<file path="config.mk">
export PLATFORM = sky130hd
export DESIGN_NAME = noc_tile_top
export DESIGN_NICKNAME = d
export VERILOG_FILES = /design/src/hw/noc_tile_pkg.sv /design/src/hw/noc_tile_top.sv /design/src/hw/noc_resp_decoder.sv /design/src/hw/noc_req_encoder.sv /design/src/hw/tile_sync.sv
export SDC_FILE = /design/constraint.sdc
export NUM_CORES = 1
export LEC_CHECK = 0
export BUFFER_PORTS_ARGS = -buffer_cell sky130_fd_sc_hd__clkbuf_2
export CORE_AREA = 2 2 146 148
export DETAILED_ROUTE_END_ITERATION = 7
export DIE_AREA = 0 0 148 150
export HOLD_SLACK_MARGIN = 0.1
export PLACE_DENSITY = 0.7
export REMOVE_ABC_BUFFERS = 1
export SYNTH_ARGS = -nofsm -noshare
export SYNTH_HDL_FRONTEND = slang
export SYNTH_SLANG_ARGS = --single-unit
</file>
<file path="constraint.sdc">
create_clock -name clk_i -period 3.02 [get_ports clk_i]
set_input_delay 0.151 -clock clk_i [delete_from_list [all_inputs] [get_ports clk_i]]
set_output_delay 0.151 -clock clk_i [all_outputs]
set_load 0.01 [all_outputs]
</file>
<file path="src/hw/noc_tile_pkg.sv">
////////////////////////////////////////////////////////////////////////////
// Shared definitions for the NoC tile front end: flit and bus widths,
// header field offsets, message codes, home node address and FSM states.
// Every RTL module of the tile imports this package.
////////////////////////////////////////////////////////////////////////////
package noc_tile_pkg;

  ////////////////////////////////////////////////////////////////////////////
  // widths that carry a meaning
  ////////////////////////////////////////////////////////////////////////////
  typedef logic [63:0] flit_t;
  typedef logic [63:0] addr_t;
  typedef logic [63:0] wb_data_t;
  typedef logic [7:0]  wb_sel_t;
  typedef logic [13:0] chipid_t;
  typedef logic [7:0]  coord_t;
  typedef logic [3:0]  fbits_t;
  typedef logic [7:0]  msg_type_t;
  typedef logic [7:0]  len_t;

  // header flit layout, top bit down, bits [5:0] are zero
  localparam int unsigned HDR_CHIP_LSB  = 50;
  localparam int unsigned HDR_X_LSB     = 42;
  localparam int unsigned HDR_Y_LSB     = 34;
  localparam int unsigned HDR_LEN_LSB   = 26;
  localparam int unsigned HDR_MSG_LSB   = 18;
  localparam int unsigned HDR_SEL_LSB   = 10;
  localparam int unsigned HDR_FBITS_LSB = 6;

  // requests sent by the tile
  localparam msg_type_t MSG_LOAD_REQ  = 8'h31;
  localparam msg_type_t MSG_STORE_REQ = 8'h32;
  // responses from the memory node
  localparam msg_type_t MSG_LOAD_DATA = 8'h33;
  localparam msg_type_t MSG_STORE_ACK = 8'h34;

  // flits after the header
  localparam len_t LOAD_LEN  = 8'd2;
  localparam len_t STORE_LEN = 8'd3;

  // direct-to-memory home node
  localparam chipid_t HOME_CHIPID = 14'h2000;
  localparam coord_t  HOME_X      = 8'd0;
  localparam coord_t  HOME_Y      = 8'd0;
  localparam fbits_t  HOME_FBITS  = 4'h2;
  localparam fbits_t  SRC_FBITS   = 4'h4;

  ////////////////////////////////////////////////////////////////////////////
  // wake-up and synchronizers
  ////////////////////////////////////////////////////////////////////////////
  // top bit sets after 32768 cycles, enough for the network SRAM init
  localparam int unsigned WAKE_CNT_WIDTH = 16;
  localparam int unsigned SYNC_STAGES    = 2;
  localparam int unsigned NR_IRQ         = 2;

  // state machines
  typedef enum logic [2:0] {
    ENC_IDLE, ENC_HDR, ENC_SRC, ENC_ADDR, ENC_DATA, ENC_WAIT
  } enc_state_e;

  typedef enum logic {
    DEC_IDLE, DEC_DATA
  } dec_state_e;

endpackage
</file>
<file path="src/hw/noc_tile_top.sv">
////////////////////////////////////////////////////////////////////////////
// NoC tile front end top level. Reset and input synchronization feed the
// request encoder, which hands each sent request to the response decoder.
// Wishbone classic on the accelerator side, one request in flight.
////////////////////////////////////////////////////////////////////////////
module noc_tile_top
  import noc_tile_pkg::*;
(
  input  logic              clk_i,
  input  logic              reset_l,
  output logic              spc_grst_l_o,
  // tile identity
  input  chipid_t           src_chipid_i,
  input  coord_t            src_x_i,
  input  coord_t            src_y_i,
  // asynchronous lines and their synchronized copies
  input  logic [NR_IRQ-1:0] irq_i,
  input  logic              ipi_i,
  input  logic              time_irq_i,
  input  logic              debug_req_i,
  output logic [NR_IRQ-1:0] irq_o,
  output logic              ipi_o,
  output logic              time_irq_o,
  output logic              debug_req_o,
  // Wishbone classic slave
  input  logic              wb_cyc_i,
  input  logic              wb_stb_i,
  input  logic              wb_we_i,
  input  addr_t             wb_adr_i,
  input  wb_data_t          wb_dat_i,
  input  wb_sel_t           wb_sel_i,
  output logic              wb_ack_o,
  output wb_data_t          wb_dat_o,
  // NoC request and response channels
  output logic              noc_tx_valid_o,
  output flit_t             noc_tx_data_o,
  input  logic              noc_tx_ready_i,
  input  logic              noc_rx_valid_i,
  input  flit_t             noc_rx_data_i,
  output logic              noc_rx_ready_o
);

  logic tile_rst_l;
  logic req_sent;
  logic req_is_load;
  logic resp_done;

  assign tile_rst_l = spc_grst_l_o;

  tile_sync u_tile_sync (
    .clk_i        (clk_i),
    .reset_l      (reset_l),
    .irq_i        (irq_i),
    .ipi_i        (ipi_i),
    .time_irq_i   (time_irq_i),
    .debug_req_i  (debug_req_i),
    .spc_grst_l_o (spc_grst_l_o),
    .irq_o        (irq_o),
    .ipi_o        (ipi_o),
    .time_irq_o   (time_irq_o),
    .debug_req_o  (debug_req_o)
  );

  noc_req_encoder u_noc_req_encoder (
    .clk_i          (clk_i),
    .reset_l        (tile_rst_l),
    .src_chipid_i   (src_chipid_i),
    .src_x_i        (src_x_i),
    .src_y_i        (src_y_i),
    .wb_cyc_i       (wb_cyc_i),
    .wb_stb_i       (wb_stb_i),
    .wb_we_i        (wb_we_i),
    .wb_adr_i       (wb_adr_i),
    .wb_dat_i       (wb_dat_i),
    .wb_sel_i       (wb_sel_i),
    .resp_done_i    (resp_done),
    .noc_tx_valid_o (noc_tx_valid_o),
    .noc_tx_data_o  (noc_tx_data_o),
    .noc_tx_ready_i (noc_tx_ready_i),
    .req_sent_o     (req_sent),
    .req_is_load_o  (req_is_load)
  );

  noc_resp_decoder u_noc_resp_decoder (
    .clk_i          (clk_i),
    .reset_l        (tile_rst_l),
    .req_sent_i     (req_sent),
    .req_is_load_i  (req_is_load),
    .noc_rx_valid_i (noc_rx_valid_i),
    .noc_rx_data_i  (noc_rx_data_i),
    .noc_rx_ready_o (noc_rx_ready_o),
    .wb_ack_o       (wb_ack_o),
    .wb_dat_o       (wb_dat_o),
    .resp_done_o    (resp_done)
  );

endmodule

</file>
<file path="src/hw/noc_resp_decoder.sv">
////////////////////////////////////////////////////////////////////////////
// Response side of the NoC bridge. Arms once the request has left, takes
// the response header and, for a load, the data flit, then acks the
// Wishbone cycle and releases the encoder in the same cycle.
////////////////////////////////////////////////////////////////////////////
module noc_resp_decoder
  import noc_tile_pkg::*;
(
  input  logic     clk_i,
  input  logic     reset_l,
  input  logic     req_sent_i,
  input  logic     req_is_load_i,
  input  logic     noc_rx_valid_i,
  input  flit_t    noc_rx_data_i,
  output logic     noc_rx_ready_o,
  output logic     wb_ack_o,
  output wb_data_t wb_dat_o,
  output logic     resp_done_o
);

  dec_state_e state_q, state_d;
  logic       armed_q;
  logic       is_load_q;
  logic       ack_q;
  logic       rx_fire;
  logic       done;
  msg_type_t  rx_msg;

  // only accept flits while a request is outstanding
  assign noc_rx_ready_o = armed_q;
  assign rx_fire        = noc_rx_valid_i & armed_q;
  assign rx_msg         = noc_rx_data_i[HDR_MSG_LSB +: $bits(msg_type_t)];

  always_comb begin
    state_d = state_q;
    done    = 1'b0;
    if (rx_fire) begin
      unique case (state_q)
        DEC_IDLE: begin
          if (rx_msg == MSG_LOAD_DATA && is_load_q) begin
            state_d = DEC_DATA;
          end else if (rx_msg == MSG_STORE_ACK || rx_msg == MSG_LOAD_DATA) begin
            done = 1'b1;
          end
          // unknown message types are dropped
        end
        DEC_DATA: begin
          state_d = DEC_IDLE;
          done    = 1'b1;
        end
        default: state_d = DEC_IDLE;
      endcase
    end
  end

  always_ff @(posedge clk_i or negedge reset_l) begin
    if (!reset_l) begin
      state_q   <= DEC_IDLE;
      armed_q   <= 1'b0;
      is_load_q <= 1'b0;
      ack_q     <= 1'b0;
    end else begin
      state_q <= state_d;
      ack_q   <= done;
      if (req_sent_i) begin
        armed_q   <= 1'b1;
        is_load_q <= req_is_load_i;
      end else if (done) begin
        armed_q <= 1'b0;
      end
    end
  end

  // load data word
  always_ff @(posedge clk_i) begin
    if (rx_fire && state_q == DEC_DATA) begin
      wb_dat_o <= wb_data_t'(noc_rx_data_i);
    end
  end

  assign wb_ack_o    = ack_q;
  assign resp_done_o = ack_q;

endmodule

</file>
<file path="src/hw/noc_req_encoder.sv">
////////////////////////////////////////////////////////////////////////////
// Wishbone classic slave side of the NoC bridge. Captures one request and
// sends it to the home memory node as header, source, address and, for a
// store, data flits. Holds in ENC_WAIT until the response completes.
////////////////////////////////////////////////////////////////////////////
module noc_req_encoder
  import noc_tile_pkg::*;
(
  input  logic     clk_i,
  input  logic     reset_l,
  input  chipid_t  src_chipid_i,
  input  coord_t   src_x_i,
  input  coord_t   src_y_i,
  input  logic     wb_cyc_i,
  input  logic     wb_stb_i,
  input  logic     wb_we_i,
  input  addr_t    wb_adr_i,
  input  wb_data_t wb_dat_i,
  input  wb_sel_t  wb_sel_i,
  input  logic     resp_done_i,
  output logic     noc_tx_valid_o,
  output flit_t    noc_tx_data_o,
  input  logic     noc_tx_ready_i,
  output logic     req_sent_o,
  output logic     req_is_load_o
);

  enc_state_e state_q, state_d;
  logic       is_load_q;
  logic       wb_req;
  logic       tx_fire;
  addr_t      adr_q;
  wb_data_t   dat_q;
  wb_sel_t    sel_q;
  len_t       hdr_len;
  msg_type_t  hdr_msg;
  flit_t      hdr_flit;
  flit_t      src_flit;

  assign wb_req  = wb_cyc_i & wb_stb_i & (state_q == ENC_IDLE);
  assign tx_fire = noc_tx_valid_o & noc_tx_ready_i;

  ////////////////////////////////////////////////////////////////////////////
  // flit build
  ////////////////////////////////////////////////////////////////////////////
  assign hdr_len = is_load_q ? LOAD_LEN : STORE_LEN;
  assign hdr_msg = is_load_q ? MSG_LOAD_REQ : MSG_STORE_REQ;

  assign hdr_flit = (flit_t'(HOME_CHIPID) << HDR_CHIP_LSB) |
                    (flit_t'(HOME_X)      << HDR_X_LSB)    |
                    (flit_t'(HOME_Y)      << HDR_Y_LSB)    |
                    (flit_t'(hdr_len)     << HDR_LEN_LSB)  |
                    (flit_t'(hdr_msg)     << HDR_MSG_LSB)  |
                    (flit_t'(sel_q)       << HDR_SEL_LSB)  |
                    (flit_t'(SRC_FBITS)   << HDR_FBITS_LSB);

  // source chip, x and y in the low 30 bits
  assign src_flit = flit_t'({src_chipid_i, src_x_i, src_y_i});

  always_comb begin
    unique case (state_q)
      ENC_HDR:  noc_tx_data_o = hdr_flit;
      ENC_SRC:  noc_tx_data_o = src_flit;
      ENC_ADDR: noc_tx_data_o = flit_t'(adr_q);
      ENC_DATA: noc_tx_data_o = flit_t'(dat_q);
      default:  noc_tx_data_o = '0;
    endcase
  end

  assign noc_tx_valid_o = (state_q == ENC_HDR) || (state_q == ENC_SRC) ||
                          (state_q == ENC_ADDR) || (state_q == ENC_DATA);

  // last flit is the address for a load, the data for a store
  assign req_sent_o    = tx_fire & (((state_q == ENC_ADDR) & is_load_q) |
                                    (state_q == ENC_DATA));
  assign req_is_load_o = is_load_q;

  ////////////////////////////////////////////////////////////////////////////
  // FSM
  ////////////////////////////////////////////////////////////////////////////
  always_comb begin
    state_d = state_q;
    unique case (state_q)
      ENC_IDLE: if (wb_req) state_d = ENC_HDR;
      ENC_HDR:  if (tx_fire) state_d = ENC_SRC;
      ENC_SRC:  if (tx_fire) state_d = ENC_ADDR;
      ENC_ADDR: if (tx_fire) state_d = is_load_q ? ENC_WAIT : ENC_DATA;
      ENC_DATA: if (tx_fire) state_d = ENC_WAIT;
      ENC_WAIT: if (resp_done_i) state_d = ENC_IDLE;
      default:  state_d = ENC_IDLE;
    endcase
  end

  always_ff @(posedge clk_i or negedge reset_l) begin
    if (!reset_l) begin
      state_q   <= ENC_IDLE;
      is_load_q <= 1'b0;
    end else begin
      state_q <= state_d;
      if (wb_req) begin
        is_load_q <= ~wb_we_i;
      end
    end
  end

  // request payload, held for the whole transaction
  always_ff @(posedge clk_i) begin
    if (wb_req) begin
      adr_q <= wb_adr_i;
      dat_q <= wb_dat_i;
      sel_q <= wb_sel_i;
    end
  end

endmodule

</file>
<file path="src/hw/tile_sync.sv">
////////////////////////////////////////////////////////////////////////////
// Tile reset and input synchronization. Holds the tile in reset until the
// wake-up counter saturates, then releases it through a flop chain. The
// interrupt and debug lines pass through chains of the same depth.
////////////////////////////////////////////////////////////////////////////
module tile_sync
  import noc_tile_pkg::*;
(
  input  logic              clk_i,
  input  logic              reset_l,
  input  logic [NR_IRQ-1:0] irq_i,
  input  logic              ipi_i,
  input  logic              time_irq_i,
  input  logic              debug_req_i,
  output logic              spc_grst_l_o,
  output logic [NR_IRQ-1:0] irq_o,
  output logic              ipi_o,
  output logic              time_irq_o,
  output logic              debug_req_o
);

  logic [WAKE_CNT_WIDTH-1:0]          wake_cnt_q;
  logic                               wake_done;
  logic                               rst_gate;
  logic [NR_IRQ+3:0]                  sync_d;
  logic [SYNC_STAGES-1:0][NR_IRQ+3:0] sync_q;

  ////////////////////////////////////////////////////////////////////////////
  // wake-up counter, saturates once the top bit is set
  ////////////////////////////////////////////////////////////////////////////
  assign wake_done = wake_cnt_q[WAKE_CNT_WIDTH-1];

  always_ff @(posedge clk_i or negedge reset_l) begin
    if (!reset_l) begin
      wake_cnt_q <= '0;
    end else if (!wake_done) begin
      wake_cnt_q <= wake_cnt_q + 1'b1;
    end
  end

  // gated tile reset
  assign rst_gate = wake_done & reset_l;

  ////////////////////////////////////////////////////////////////////////////
  // all lines share one flop chain, a slice per line
  ////////////////////////////////////////////////////////////////////////////
  assign sync_d = {rst_gate, debug_req_i, time_irq_i, ipi_i, irq_i};

  always_ff @(posedge clk_i or negedge reset_l) begin
    if (!reset_l) begin
      sync_q <= '0;
    end else begin
      sync_q <= {sync_q[SYNC_STAGES-2:0], sync_d};
    end
  end

  assign {spc_grst_l_o, debug_req_o, time_irq_o, ipi_o, irq_o} = sync_q[SYNC_STAGES-1];

endmodule

</file>
==> run_summary.xml, run 1 <==
<?xml version="1.0" encoding="UTF-8"?>
<metrics>
  <group name="sta">
    <metric name="final_hold_vio_count" unit="">0</metric>
    <metric name="max_freq" unit="MHz">412</metric>
    <metric name="rsz0062_at_grt" unit="">no</metric>
    <metric name="slew_violations" unit="">0</metric>
    <metric name="setup_viol_count_final" unit="">0</metric>
    <metric name="final_clock_period_utilization_by_the_worst_path" unit="">0.804</metric>
    <metric name="finalSetupTns" unit="ns">0</metric>
    <metric name="worst_clock_skew" unit="ns">0.0102</metric>
    <metric name="min_period" unit="ns">2.43</metric>
    <metric name="worstMarginPinSlew" unit="ns">0.776</metric>
    <metric name="maxSlewHeadroom" unit="">0.483</metric>
    <metric name="fin_ws" unit="ns">0.591</metric>
  </group>
  <group name="yosys">
    <metric name="syn-instance-count" unit="">483</metric>
    <metric name="synthDominantAreaCellType" unit="">edfxtp_1</metric>
    <metric name="synth-async-reset-ratio" unit="">0.153</metric>
    <metric name="netlist_area" unit="um2">8560</metric>
    <metric name="synth_largest_type_area_fraction" unit="">0.702</metric>
    <metric name="number_of_synthesized_flops_with_an_enable_pin" unit="">200</metric>
    <metric name="register_bit_count_reported_by_yosys" unit="">236</metric>
    <metric name="synth.avg_cell_area" unit="um2">17.7</metric>
    <metric name="ys_seq_area_frac" unit="">0.807</metric>
    <metric name="synth_area_leaders" unit="">edfxtp_1 (70%), dfrtp_1 (11%), a22o_1 (3.5%)</metric>
    <metric name="yosys_warnings" unit="">0</metric>
    <metric name="synth-main-ff-cell" unit="">edfxtp_1</metric>
    <metric name="ys_types" unit="">39</metric>
  </group>
  <group name="floorplanning">
    <metric name="boundaryPins" unit="">379</metric>
    <metric name="start_util" unit="">0.414</metric>
    <metric name="design.core.area" unit="um2">20700</metric>
    <metric name="die_w" unit="um">148</metric>
    <metric name="rows" unit="">53</metric>
    <metric name="die_h" unit="um">150</metric>
    <metric name="die_area" unit="um2">22200</metric>
  </group>
  <group name="layout">
    <metric name="nNetsFinal" unit="">1325</metric>
    <metric name="area_growth" unit="%">59.2</metric>
    <metric name="layout-drive-gt1-share" unit="">0.392</metric>
    <metric name="layout_common_cells" unit="">clkbuf_2 (378), dlygate4sd3_1 (209), edfxtp_1 (200), dfrtp_1 (35), a22o_1 (34)</metric>
    <metric name="layout.cells.most_common" unit="">clkbuf_2</metric>
  </group>
  <group name="drt">
    <metric name="dr_total_vias" unit="">6658</metric>
    <metric name="drt-pass1-iter-count" unit="">5</metric>
    <metric name="count_of_nets_left_with_antenna_violations_after_detail_routing" unit="">0</metric>
    <metric name="remaining_drc_errors" unit="">0</metric>
    <metric name="post_dr_wirelength_cell" unit="um">18.3</metric>
    <metric name="drt_wl_total" unit="mm">25.2</metric>
    <metric name="dr.first_iter.drc_count" unit="">271</metric>
    <metric name="detail_route.vias_per_cell" unit="">4.84</metric>
  </group>
  <group name="clock_tree">
    <metric name="clk_pin_slew_worst_paths" unit="ns">0.06</metric>
    <metric name="clock_sink_count" unit="">236</metric>
    <metric name="clock_tree.buffer_depth" unit="">3</metric>
    <metric name="clock-root-buffer" unit="">clkbuf_16</metric>
    <metric name="tritoncts" unit="">built</metric>
    <metric name="cts_buffers" unit="">24</metric>
    <metric name="worstSkewPairLatency" unit="ns">0.51</metric>
    <metric name="htree_levels" unit="">1</metric>
  </group>
  <group name="placement">
    <metric name="port_buffers" unit="">378</metric>
    <metric name="gp_routability_congestion" unit="">0.763</metric>
    <metric name="dp_slack" unit="ns">0.846</metric>
    <metric name="hpwl" unit="mm">15.8</metric>
  </group>
  <group name="critical_path">
    <metric name="ff2ff_setup_slack" unit="ns">0.82</metric>
    <metric name="rr_worst_depth" unit="">3</metric>
    <metric name="worst-endpoint-required" unit="ns">2.87</metric>
    <metric name="critPathMaxFanout" unit="">47</metric>
    <metric name="critical_path.endpoint_type" unit="">primary output</metric>
    <metric name="setup.worst_path.class" unit="">flop to primary output</metric>
    <metric name="worst_r2r_startpoint" unit="">u_noc_req_encoder.state_q[2]</metric>
    <metric name="worst-endpoint-arrival" unit="ns">2.28</metric>
    <metric name="regToRegEndpoint" unit="">u_noc_req_encoder.adr_q[25]</metric>
    <metric name="crit_path_start_kind" unit="">flop</metric>
  </group>
  <group name="hold_path">
    <metric name="hold_path.class" unit="">input port to flop</metric>
    <metric name="hold-path-cell-count" unit="">3</metric>
    <metric name="hold_path_startpoint" unit="">wb_stb_i</metric>
    <metric name="hold_end" unit="">u_noc_req_encoder.dat_q[0]</metric>
  </group>
  <group name="flow_run">
    <metric name="cap_viol_max_count" unit="">0</metric>
  </group>
  <group name="global_route">
    <metric name="grt_pass1_wl" unit="mm">37.0</metric>
    <metric name="grt_antenna_before_repair" unit="">1</metric>
    <metric name="grt_pass1_vias" unit="">6936</metric>
    <metric name="grt.overflow.total" unit="">0</metric>
    <metric name="global_route.usage.total" unit="">0.217</metric>
    <metric name="pin_count_of_the_biggest_net_entering_global_routing" unit="">73</metric>
  </group>
  <group name="power">
    <metric name="static-leakage-power" unit="nW">5.80</metric>
    <metric name="finalPower" unit="W">0.00936</metric>
    <metric name="vdd_ir_drop_max" unit="uV">537</metric>
    <metric name="power_per_cell_area" unit="nW/um2">687</metric>
  </group>
  <group name="status">
    <metric name="run_status" unit="">completed</metric>
  </group>
</metrics>
-- logic make-up (layout without fill, tap and decap cells) --
logic type	after synthesis	count (layout)	synth area share
other	0	1	0
multiplexers	26	26	0.0305
adder cells (fa/ha/maj)	1	1	0.00146
buffers and inverters	32	649	0.0210
XOR/XNOR	16	16	0.0164
AO/OA/AOI/OAI	98	98	0.0802
flip-flops	236	236	0.807
AND/OR/NAND/NOR	74	74	0.0436
-- registers in the layout, summed over array words and instances, names as in the netlist, 2 cells and up --
signal	count
u_tile_sync.sync_q	6
u_noc_req_encoder.state_q	3
u_noc_req_encoder.sel_q	8
u_noc_resp_decoder.wb_dat_o	64
u_noc_req_encoder.dat_q	64
u_tile_sync.wake_cnt_q	16
u_tile_sync.irq_o	2
u_noc_req_encoder.adr_q	64
-- area by class of cell --
type | count | area [um2]
diodes | 1 | 2.50
clock buffers | 34 | 659
clock inverters | 10 | 97.6
fillers | 1448 | 7060
inverters | 6 | 22.5
multi-input cells | 215 | 1490
flip-flops and latches | 236 | 6910
well taps | 275 | 344
repair buffers | 599 | 4110
-- layer usage --
metal  track usage  routed length (um)
met1         0.234                9030
met5             0                   0
met3        0.0488                1790
met2         0.416               13600
met4        0.0776                 802
-- stage by stage --
stage	instance area (um2)	hold WS (ns)	utilization	instances
2_1_floorplan	8400	-0.145	-	457
3_3_place_gp	10800	0.152	0.521	1122
3_5_place_dp	10800	0.171	0.521	1122
4_1_cts	13600	0.127	0.659	1375
5_1_grt	13600	0.166	0.659	1376
6_report	13600	0.140	0.659	1376
-- power by group --
part           switching [W]  internal [W]  leakage, nW
registers           0.000167       0.00385         2.27
logic                0.00139       0.00111         3.16
clock network        0.00116       0.00169        0.374
-- worst max-delay path by stage --
| stage | start | cells after the start | slack [ns] | endpoint |
|---|---|---|---|---|
| floorplan | u_noc_req_encoder.state_q[0] | 2 | -8.34 | u_noc_req_encoder.req_is_load_o |
| global placement | u_noc_req_encoder.state_q[2] | 3 | 0.87 | u_noc_req_encoder.dat_q[51] |
| detailed placement | u_noc_req_encoder.state_q[2] | 3 | 0.85 | u_noc_req_encoder.adr_q[41] |
| CTS | u_noc_req_encoder.state_q[2] | 5 | 0.54 | noc_tx_data_o[28] |
| global route | u_noc_req_encoder.state_q[2] | 5 | 0.45 | noc_tx_data_o[28] |
| finish | u_noc_req_encoder.state_q[2] | 5 | 0.59 | noc_tx_data_o[28] |
-- cells in the mapped netlist, drive strengths merged, types with 2 or more instances --
library cell,n
edfxtp,200
dfrtp,36
a22o,34
nand2,31
mux2i,25
buf,23
o21ai,16
o22ai,16
a22oi,14
a21oi,13
nor2,12
xnor2,8
xor2,8
inv,6
and3,5
nand2b,4
nand3,4
nor2b,4
clkbuf,3
nor3,3
and2,2
nand3b,2
nand4,2
nor4,2
-- critical path, stage by stage, from the launching register on --
cell	delay, ns
dfrtp_1	0.61
nor3b_4	0.39
buf_12	0.26
nand2_1	0.08
o21ai_0	0.17
clkbuf_2	0.21
-- repair_timing --
action	4_1_cts	5_1_grt
hold buffers	209	0
setup buffers	0	0
resized for setup	0	0
endpoints found under the hold margin	240	0
(Power assumes the default switching activity.)
==> run 2: changes to the inputs <==
clock period = 2.46 ns   (was 3.02 ns; I/O delays follow)
==> run 2 against run 1 <==
  * Critical path depth rose by 1
  * Via count rose by 0.65%
  * Global-route usage rose by 0.56 points
  * Sequential power rose by 23%
  * Die area did not move
  * Setup slack got worse by 0.40 ns
  * Utilization rose by 0.59 points
  * First-iteration DRC count fell by 6.6%
  * Worst hold slack improved by 0.0057 ns
  * Critical path type unchanged
  * Largest cell class unchanged
==> run_summary.xml, run 2 (same netlist as run 1, synthesis figures left out) <==
<?xml version="1.0" encoding="UTF-8"?>
<metrics>
  <group name="status">
    <metric name="run_status" unit="">completed</metric>
  </group>
  <group name="drt">
    <metric name="drt_wl_total" unit="mm">25.9</metric>
    <metric name="highest-signal-layer" unit="">met4</metric>
    <metric name="post_dr_wirelength_cell" unit="um">18.7</metric>
    <metric name="detail_route.vias_per_cell" unit="">4.86</metric>
    <metric name="met2RoutedLength" unit="mm">13.7</metric>
    <metric name="detail_route.wirelength.met1" unit="mm">9.25</metric>
    <metric name="met3WireLength" unit="mm">1.80</metric>
    <metric name="count_of_nets_left_with_antenna_violations_after_detail_routing" unit="">0</metric>
    <metric name="drt-pass1-iter-count" unit="">5</metric>
    <metric name="remaining_drc_errors" unit="">0</metric>
    <metric name="dr.first_iter.drc_count" unit="">253</metric>
    <metric name="dr_total_vias" unit="">6701</metric>
  </group>
  <group name="clock_tree">
    <metric name="tritoncts" unit="">built</metric>
    <metric name="clock-root-buffer" unit="">clkbuf_16</metric>
    <metric name="clock_sink_count" unit="">236</metric>
    <metric name="htree_levels" unit="">1</metric>
    <metric name="cts.repair_timing.setup_buffer_count" unit="">0</metric>
    <metric name="cts_buffers" unit="">24</metric>
    <metric name="clk_pin_slew_worst_paths" unit="ns">0.06</metric>
    <metric name="clock_tree.buffer_depth" unit="">3</metric>
    <metric name="worstSkewPairLatency" unit="ns">0.52</metric>
  </group>
  <group name="layout">
    <metric name="nNetsFinal" unit="">1326</metric>
    <metric name="reg_top3" unit="">u_noc_req_encoder.adr_q: 64 flops, u_noc_req_encoder.dat_q: 64 flops, u_noc_resp_decoder.wb_dat_o: 64 flops</metric>
    <metric name="seq_area" unit="um2">6910</metric>
    <metric name="layout_common_cells" unit="">clkbuf_2 (378), dlygate4sd3_1 (209), edfxtp_1 (200), a22o_1 (34), dfrtp_1 (33)</metric>
    <metric name="n_fill_cell" unit="">1438</metric>
    <metric name="area_growth" unit="%">60.7</metric>
    <metric name="fin_cells" unit="">1380</metric>
    <metric name="multi_input_comb_area" unit="um2">1490</metric>
    <metric name="layout-drive-gt1-share" unit="">0.398</metric>
    <metric name="layout.cells.most_common" unit="">clkbuf_2</metric>
  </group>
  <group name="global_route">
    <metric name="grt_antenna_before_repair" unit="">2</metric>
    <metric name="grt_pass1_wl" unit="mm">37.9</metric>
    <metric name="grt.overflow.total" unit="">0</metric>
    <metric name="grt_pass1_vias" unit="">7073</metric>
    <metric name="global_route.usage.total" unit="">0.223</metric>
    <metric name="pin_count_of_the_biggest_net_entering_global_routing" unit="">70</metric>
  </group>
  <group name="critical_path">
    <metric name="worst_r2r_startpoint" unit="">u_noc_req_encoder.state_q[2]</metric>
    <metric name="path_depth" unit="">6</metric>
    <metric name="crit_slowest_cell" unit="">dfrtp_2</metric>
    <metric name="ff2ff_setup_slack" unit="ns">0.59</metric>
    <metric name="worstPathBufferInverterCount" unit="">3</metric>
    <metric name="worst-endpoint-required" unit="ns">2.34</metric>
    <metric name="timing.critical_path.cells" unit="">buf_4 &gt; nor2b_1 &gt; buf_4 &gt; a22oi_1 &gt; o22ai_1 &gt; clkbuf_2</metric>
    <metric name="critical_path.endpoint_type" unit="">primary output</metric>
    <metric name="setup.worst_path.class" unit="">flop to primary output</metric>
    <metric name="crit_path_start_kind" unit="">flop</metric>
    <metric name="cpMostUsedCell" unit="">buf_4</metric>
    <metric name="critPathMaxFanout" unit="">15</metric>
    <metric name="critPathTopFamily" unit="">buffers and inverters</metric>
    <metric name="regToRegEndpoint" unit="">u_noc_req_encoder.dat_q[47]</metric>
    <metric name="worst-endpoint-arrival" unit="ns">2.15</metric>
    <metric name="worstSetupStartpoint" unit="">u_noc_req_encoder.state_q[0]</metric>
    <metric name="rr_worst_depth" unit="">3</metric>
    <metric name="critPathMaxStageDelay" unit="ns">0.54</metric>
  </group>
  <group name="floorplanning">
    <metric name="die_h" unit="um">150</metric>
    <metric name="start_util" unit="">0.414</metric>
    <metric name="die_area" unit="um2">22200</metric>
    <metric name="boundaryPins" unit="">379</metric>
    <metric name="rows" unit="">53</metric>
    <metric name="design.core.area" unit="um2">20700</metric>
    <metric name="die_w" unit="um">148</metric>
  </group>
  <group name="hold_path">
    <metric name="hold-path-cell-count" unit="">5</metric>
    <metric name="hold_path.class" unit="">input port to flop</metric>
    <metric name="hold_path_startpoint" unit="">wb_stb_i</metric>
    <metric name="hold_end" unit="">u_noc_req_encoder.state_q[0]</metric>
  </group>
  <group name="sta">
    <metric name="worst_clock_skew" unit="ns">0.0215</metric>
    <metric name="min_period" unit="ns">2.27</metric>
    <metric name="worstMarginPinSlew" unit="ns">0.671</metric>
    <metric name="rsz0062_at_grt" unit="">no</metric>
    <metric name="hold_slack" unit="ns">0.146</metric>
    <metric name="maxSlewHeadroom" unit="">0.553</metric>
    <metric name="slew_violations" unit="">0</metric>
    <metric name="final_clock_period_utilization_by_the_worst_path" unit="">0.923</metric>
    <metric name="final_hold_vio_count" unit="">0</metric>
    <metric name="max_freq" unit="MHz">440</metric>
    <metric name="setup_viol_count_final" unit="">0</metric>
  </group>
  <group name="power">
    <metric name="finalPower" unit="W">0.0118</metric>
    <metric name="vdd_ir_drop_max" unit="uV">592</metric>
    <metric name="power_per_cell_area" unit="nW/um2">859</metric>
    <metric name="static-leakage-power" unit="nW">5.84</metric>
  </group>
  <group name="placement">
    <metric name="placed_cells_incl_taps" unit="">1123</metric>
    <metric name="port_buffers" unit="">378</metric>
    <metric name="gp_routability_congestion" unit="">0.784</metric>
    <metric name="hpwl" unit="mm">16.0</metric>
  </group>
  <group name="flow_run">
    <metric name="cap_viol_max_count" unit="">0</metric>
  </group>
</metrics>
## run 2: metrics by stage
step	TNS, ns	utilization	setup slack (ns)	area (um2)
6_report	0	0.665	0.188	13800
2_1_floorplan	-1238.94	-	-8.90	8400
3_5_place_dp	0	0.523	0.520	10800
3_3_place_gp	0	0.523	0.574	10800
4_1_cts	0	0.664	0.0796	13700
5_1_grt	0	0.664	0.0566	13700
## run 2: tightest hold or removal path, delay by kind of cell
| family | cells | cell delay, ns |
|---|---|---|
| buffers and inverters | 1 | 0.08 |
| and+or+nand+nor | 2 | 0.27 |
| AOI/OAI and AO/OA | 2 | 0.14 |
## run 2: power breakdown
| group | internal (W) | total, W | switching [W] |
|---|---|---|---|
| sequential | 0.00472 | 0.00494 | 0.000216 |
| clock | 0.00227 | 0.00374 | 0.00147 |
| combinational | 0.00141 | 0.00314 | 0.00173 |
| total | 0.00840 | 0.0118 | 0.00342 |
## run 2: area by class of cell
class / instances / share of cell area
clock inverter: 10 / 0.00955
antenna: 4 / 0.000728
clock buffer: 34 / 0.0501
sequential: 236 / 0.502
tap: 275 / 0.0250
timing repair buffer: 600 / 0.302
inverter: 6 / 0.00164
multi-input combinational: 215 / 0.108
## run 2: worst max-delay path by stage
stage	end
detailed placement	noc_tx_data_o[20]
global route	noc_tx_data_o[13]
finish	noc_tx_data_o[18]
floorplan	u_noc_req_encoder.req_is_load_o
CTS	noc_tx_data_o[20]
global placement	u_noc_req_encoder.dat_q[51]
## run 2: timing repair
action	in CTS	in global routing
endpoints found under the hold margin	240	0
resized for setup	1	2
endpoints found under the setup margin	1	7
hold buffers	209	0
## run 2: routing by layer
metal	vias to the layer above	global-route usage
li1	3069	-
met1	3252	0.249
met2	312	0.404
met3	68	0.0503
met4	0	0.105
met5	-	0
==> run 3: changes to the inputs <==
RECOVER_POWER = 50   (was unset)
==> run 3 against run 2 <==
  * Global-route usage did not move
  * Clock power about the same
  * Combinational power about the same
  * Clock skew is 0.0023 ns lower
  * Sequential power about the same
  * Register-to-register slack barely moved
  * Critical endpoint unchanged
  * Highest routed layer unchanged
==> run_summary.xml, run 3 (same netlist as run 1, synthesis figures left out) <==
<?xml version="1.0" encoding="UTF-8"?>
<metrics>
  <group name="status">
    <metric name="run_status" unit="">completed</metric>
  </group>
  <group name="drt">
    <metric name="highest-signal-layer" unit="">met4</metric>
    <metric name="met3WireLength" unit="mm">1.82</metric>
    <metric name="count_of_nets_left_with_antenna_violations_after_detail_routing" unit="">0</metric>
    <metric name="dr_total_vias" unit="">6669</metric>
    <metric name="dr.first_iter.drc_count" unit="">256</metric>
    <metric name="detail_route.vias_per_cell" unit="">4.83</metric>
    <metric name="remaining_drc_errors" unit="">0</metric>
    <metric name="drt-pass1-iter-count" unit="">4</metric>
    <metric name="post_dr_wirelength_cell" unit="um">18.8</metric>
    <metric name="detail_route.wirelength.met1" unit="mm">9.23</metric>
    <metric name="drt_wl_total" unit="mm">25.9</metric>
    <metric name="met2RoutedLength" unit="mm">13.7</metric>
  </group>
  <group name="critical_path">
    <metric name="setup.worst_path.class" unit="">flop to primary output</metric>
    <metric name="critPathMaxFanout" unit="">15</metric>
    <metric name="crit_path_start_kind" unit="">flop</metric>
    <metric name="worst-endpoint-arrival" unit="ns">2.15</metric>
    <metric name="worst_r2r_startpoint" unit="">u_noc_req_encoder.state_q[2]</metric>
    <metric name="critical_path.endpoint_type" unit="">primary output</metric>
    <metric name="worst-endpoint-required" unit="ns">2.34</metric>
    <metric name="rr_worst_depth" unit="">3</metric>
    <metric name="ff2ff_setup_slack" unit="ns">0.58</metric>
    <metric name="regToRegEndpoint" unit="">u_noc_req_encoder.dat_q[25]</metric>
  </group>
  <group name="global_route">
    <metric name="grt.overflow.total" unit="">0</metric>
    <metric name="grt_pass1_wl" unit="mm">37.9</metric>
    <metric name="grt_antenna_before_repair" unit="">2</metric>
    <metric name="grt_pass1_vias" unit="">7073</metric>
    <metric name="global_route.usage.total" unit="">0.223</metric>
    <metric name="pin_count_of_the_biggest_net_entering_global_routing" unit="">70</metric>
  </group>
  <group name="sta">
    <metric name="min_period" unit="ns">2.27</metric>
    <metric name="worst_clock_skew" unit="ns">0.0192</metric>
    <metric name="final_hold_vio_count" unit="">0</metric>
    <metric name="maxSlewHeadroom" unit="">0.0248</metric>
    <metric name="slew_violations" unit="">0</metric>
    <metric name="final_clock_period_utilization_by_the_worst_path" unit="">0.925</metric>
    <metric name="max_freq" unit="MHz">440</metric>
    <metric name="finalSetupTns" unit="ns">0</metric>
    <metric name="setup_viol_count_final" unit="">0</metric>
    <metric name="rsz0062_at_grt" unit="">no</metric>
    <metric name="worstMarginPinSlew" unit="ns">1.46</metric>
  </group>
  <group name="hold_path">
    <metric name="hold_path.class" unit="">input port to flop</metric>
    <metric name="hold-path-cell-count" unit="">5</metric>
    <metric name="hold_path_startpoint" unit="">wb_stb_i</metric>
    <metric name="hold_end" unit="">u_noc_req_encoder.state_q[0]</metric>
  </group>
  <group name="layout">
    <metric name="layout-drive-gt1-share" unit="">0.336</metric>
    <metric name="final_core_util" unit="">0.661</metric>
    <metric name="n_fill_cell" unit="">1484</metric>
    <metric name="layout_common_cells" unit="">clkbuf_2 (311), dlygate4sd3_1 (209), edfxtp_1 (200), clkbuf_1 (73), a22o_1 (34)</metric>
    <metric name="nNetsFinal" unit="">1326</metric>
    <metric name="reg_top3" unit="">u_noc_req_encoder.adr_q: 64 flops, u_noc_req_encoder.dat_q: 64 flops, u_noc_resp_decoder.wb_dat_o: 64 flops</metric>
    <metric name="area_growth" unit="%">59.7</metric>
    <metric name="layout.cells.most_common" unit="">clkbuf_2</metric>
    <metric name="final_design_area_no_fill" unit="um2">13700</metric>
  </group>
  <group name="power">
    <metric name="netSwitchingFraction" unit="">0.290</metric>
    <metric name="power_per_cell_area" unit="nW/um2">864</metric>
    <metric name="vdd_ir_drop_max" unit="uV">586</metric>
    <metric name="clockPowerShare" unit="">0.316</metric>
    <metric name="pwr-share-seq" unit="">0.418</metric>
    <metric name="p_switching" unit="W">0.00342</metric>
    <metric name="static-leakage-power" unit="nW">5.64</metric>
    <metric name="power.internal" unit="W">0.00839</metric>
    <metric name="power.combinational.fraction" unit="">0.266</metric>
  </group>
  <group name="clock_tree">
    <metric name="clock_sink_count" unit="">236</metric>
    <metric name="worstSkewPairLatency" unit="ns">0.52</metric>
    <metric name="cts_buffers" unit="">24</metric>
    <metric name="clock_tree.buffer_depth" unit="">3</metric>
    <metric name="htree_levels" unit="">1</metric>
    <metric name="tritoncts" unit="">built</metric>
    <metric name="clk_pin_slew_worst_paths" unit="ns">0.06</metric>
    <metric name="cts.repair_timing.setup_buffer_count" unit="">0</metric>
    <metric name="clock-root-buffer" unit="">clkbuf_16</metric>
  </group>
  <group name="flow_run">
    <metric name="cap_viol_max_count" unit="">0</metric>
  </group>
  <group name="floorplanning">
    <metric name="die_area" unit="um2">22200</metric>
    <metric name="rows" unit="">53</metric>
    <metric name="boundaryPins" unit="">379</metric>
    <metric name="design.core.area" unit="um2">20700</metric>
    <metric name="start_util" unit="">0.414</metric>
    <metric name="die_h" unit="um">150</metric>
    <metric name="die_w" unit="um">148</metric>
  </group>
  <group name="placement">
    <metric name="hpwl" unit="mm">16.0</metric>
    <metric name="post_dp_cell_area" unit="um2">10800</metric>
    <metric name="port_buffers" unit="">378</metric>
    <metric name="gp_routability_congestion" unit="">0.784</metric>
  </group>
</metrics>
==> run 3: cell counts in the layout (fill, tap and decap cells not counted) <==
Identical to the previous run, type by type.
==> run 3: repair_timing <==
action	in CTS	in global routing
hold buffers	209	0
cloned	0	0
resized for setup	1	2
setup endpoints to repair	1	7
hold endpoints to repair	240	0
==> run 3: per-layer routing <==
layer | track usage | vias to the layer above
met4 | 0.105 | 0
met3 | 0.0503 | 67
met5 | 0 | -
li1 | - | 3071
met2 | 0.404 | 306
met1 | 0.249 | 3225
==> run 3: through the flow <==
stage               std cells  hold slack (ns)  setup slack (ns)  total power, W
floorplan                 457           -0.173             -8.90         0.00653
global placement         1123            0.165             0.574         0.00780
detailed placement       1123            0.176             0.520         0.00783
CTS                      1376            0.124            0.0796          0.0119
global route             1378            0.188            0.0566          0.0123
finish                   1380            0.146             0.186          0.0118
==> run 3: power by group through the flow <==
stage                     Sequential, W  Clock, W  Combinational, W
after floorplan                 0.00516         0           0.00137
after global placement          0.00499         0           0.00281
after detailed placement        0.00500         0           0.00283
after CTS                       0.00492   0.00382           0.00312
after global routing            0.00497   0.00397           0.00337
final                           0.00494   0.00374           0.00314
==> run 3: how the worst max path moves through the flow <==
stage,from,to,depth (start not counted)
finish,u_noc_req_encoder.state_q[0],noc_tx_data_o[18],6
global route,u_noc_req_encoder.state_q[0],noc_tx_data_o[13],6
CTS,u_noc_req_encoder.state_q[2],noc_tx_data_o[20],5
detailed placement,u_noc_req_encoder.state_q[1],noc_tx_data_o[20],4
global placement,u_noc_req_encoder.state_q[2],u_noc_req_encoder.dat_q[51],3
floorplan,u_noc_req_encoder.state_q[0],u_noc_req_encoder.req_is_load_o,2
==> run 3: worst max-delay path, stage by stage, from the launching register on <==
cell,delay [ns]
dfrtp_2,0.54
buf_4,0.32
nor2b_1,0.08
buf_4,0.20
a22oi_1,0.24
o22ai_1,0.12
clkbuf_2,0.15
==> run 3: cell type report <==
class / count / area [um2] / share of cell area
clock inverter: 10 / 131 / 0.00961
inverter: 6 / 22.5 / 0.00165
tap: 275 / 344 / 0.0252
timing repair buffer: 600 / 4070 / 0.298
antenna: 4 / 10.0 / 0.000732
clock buffer: 34 / 689 / 0.0504
sequential: 236 / 6910 / 0.506
multi-input combinational: 215 / 1490 / 0.109
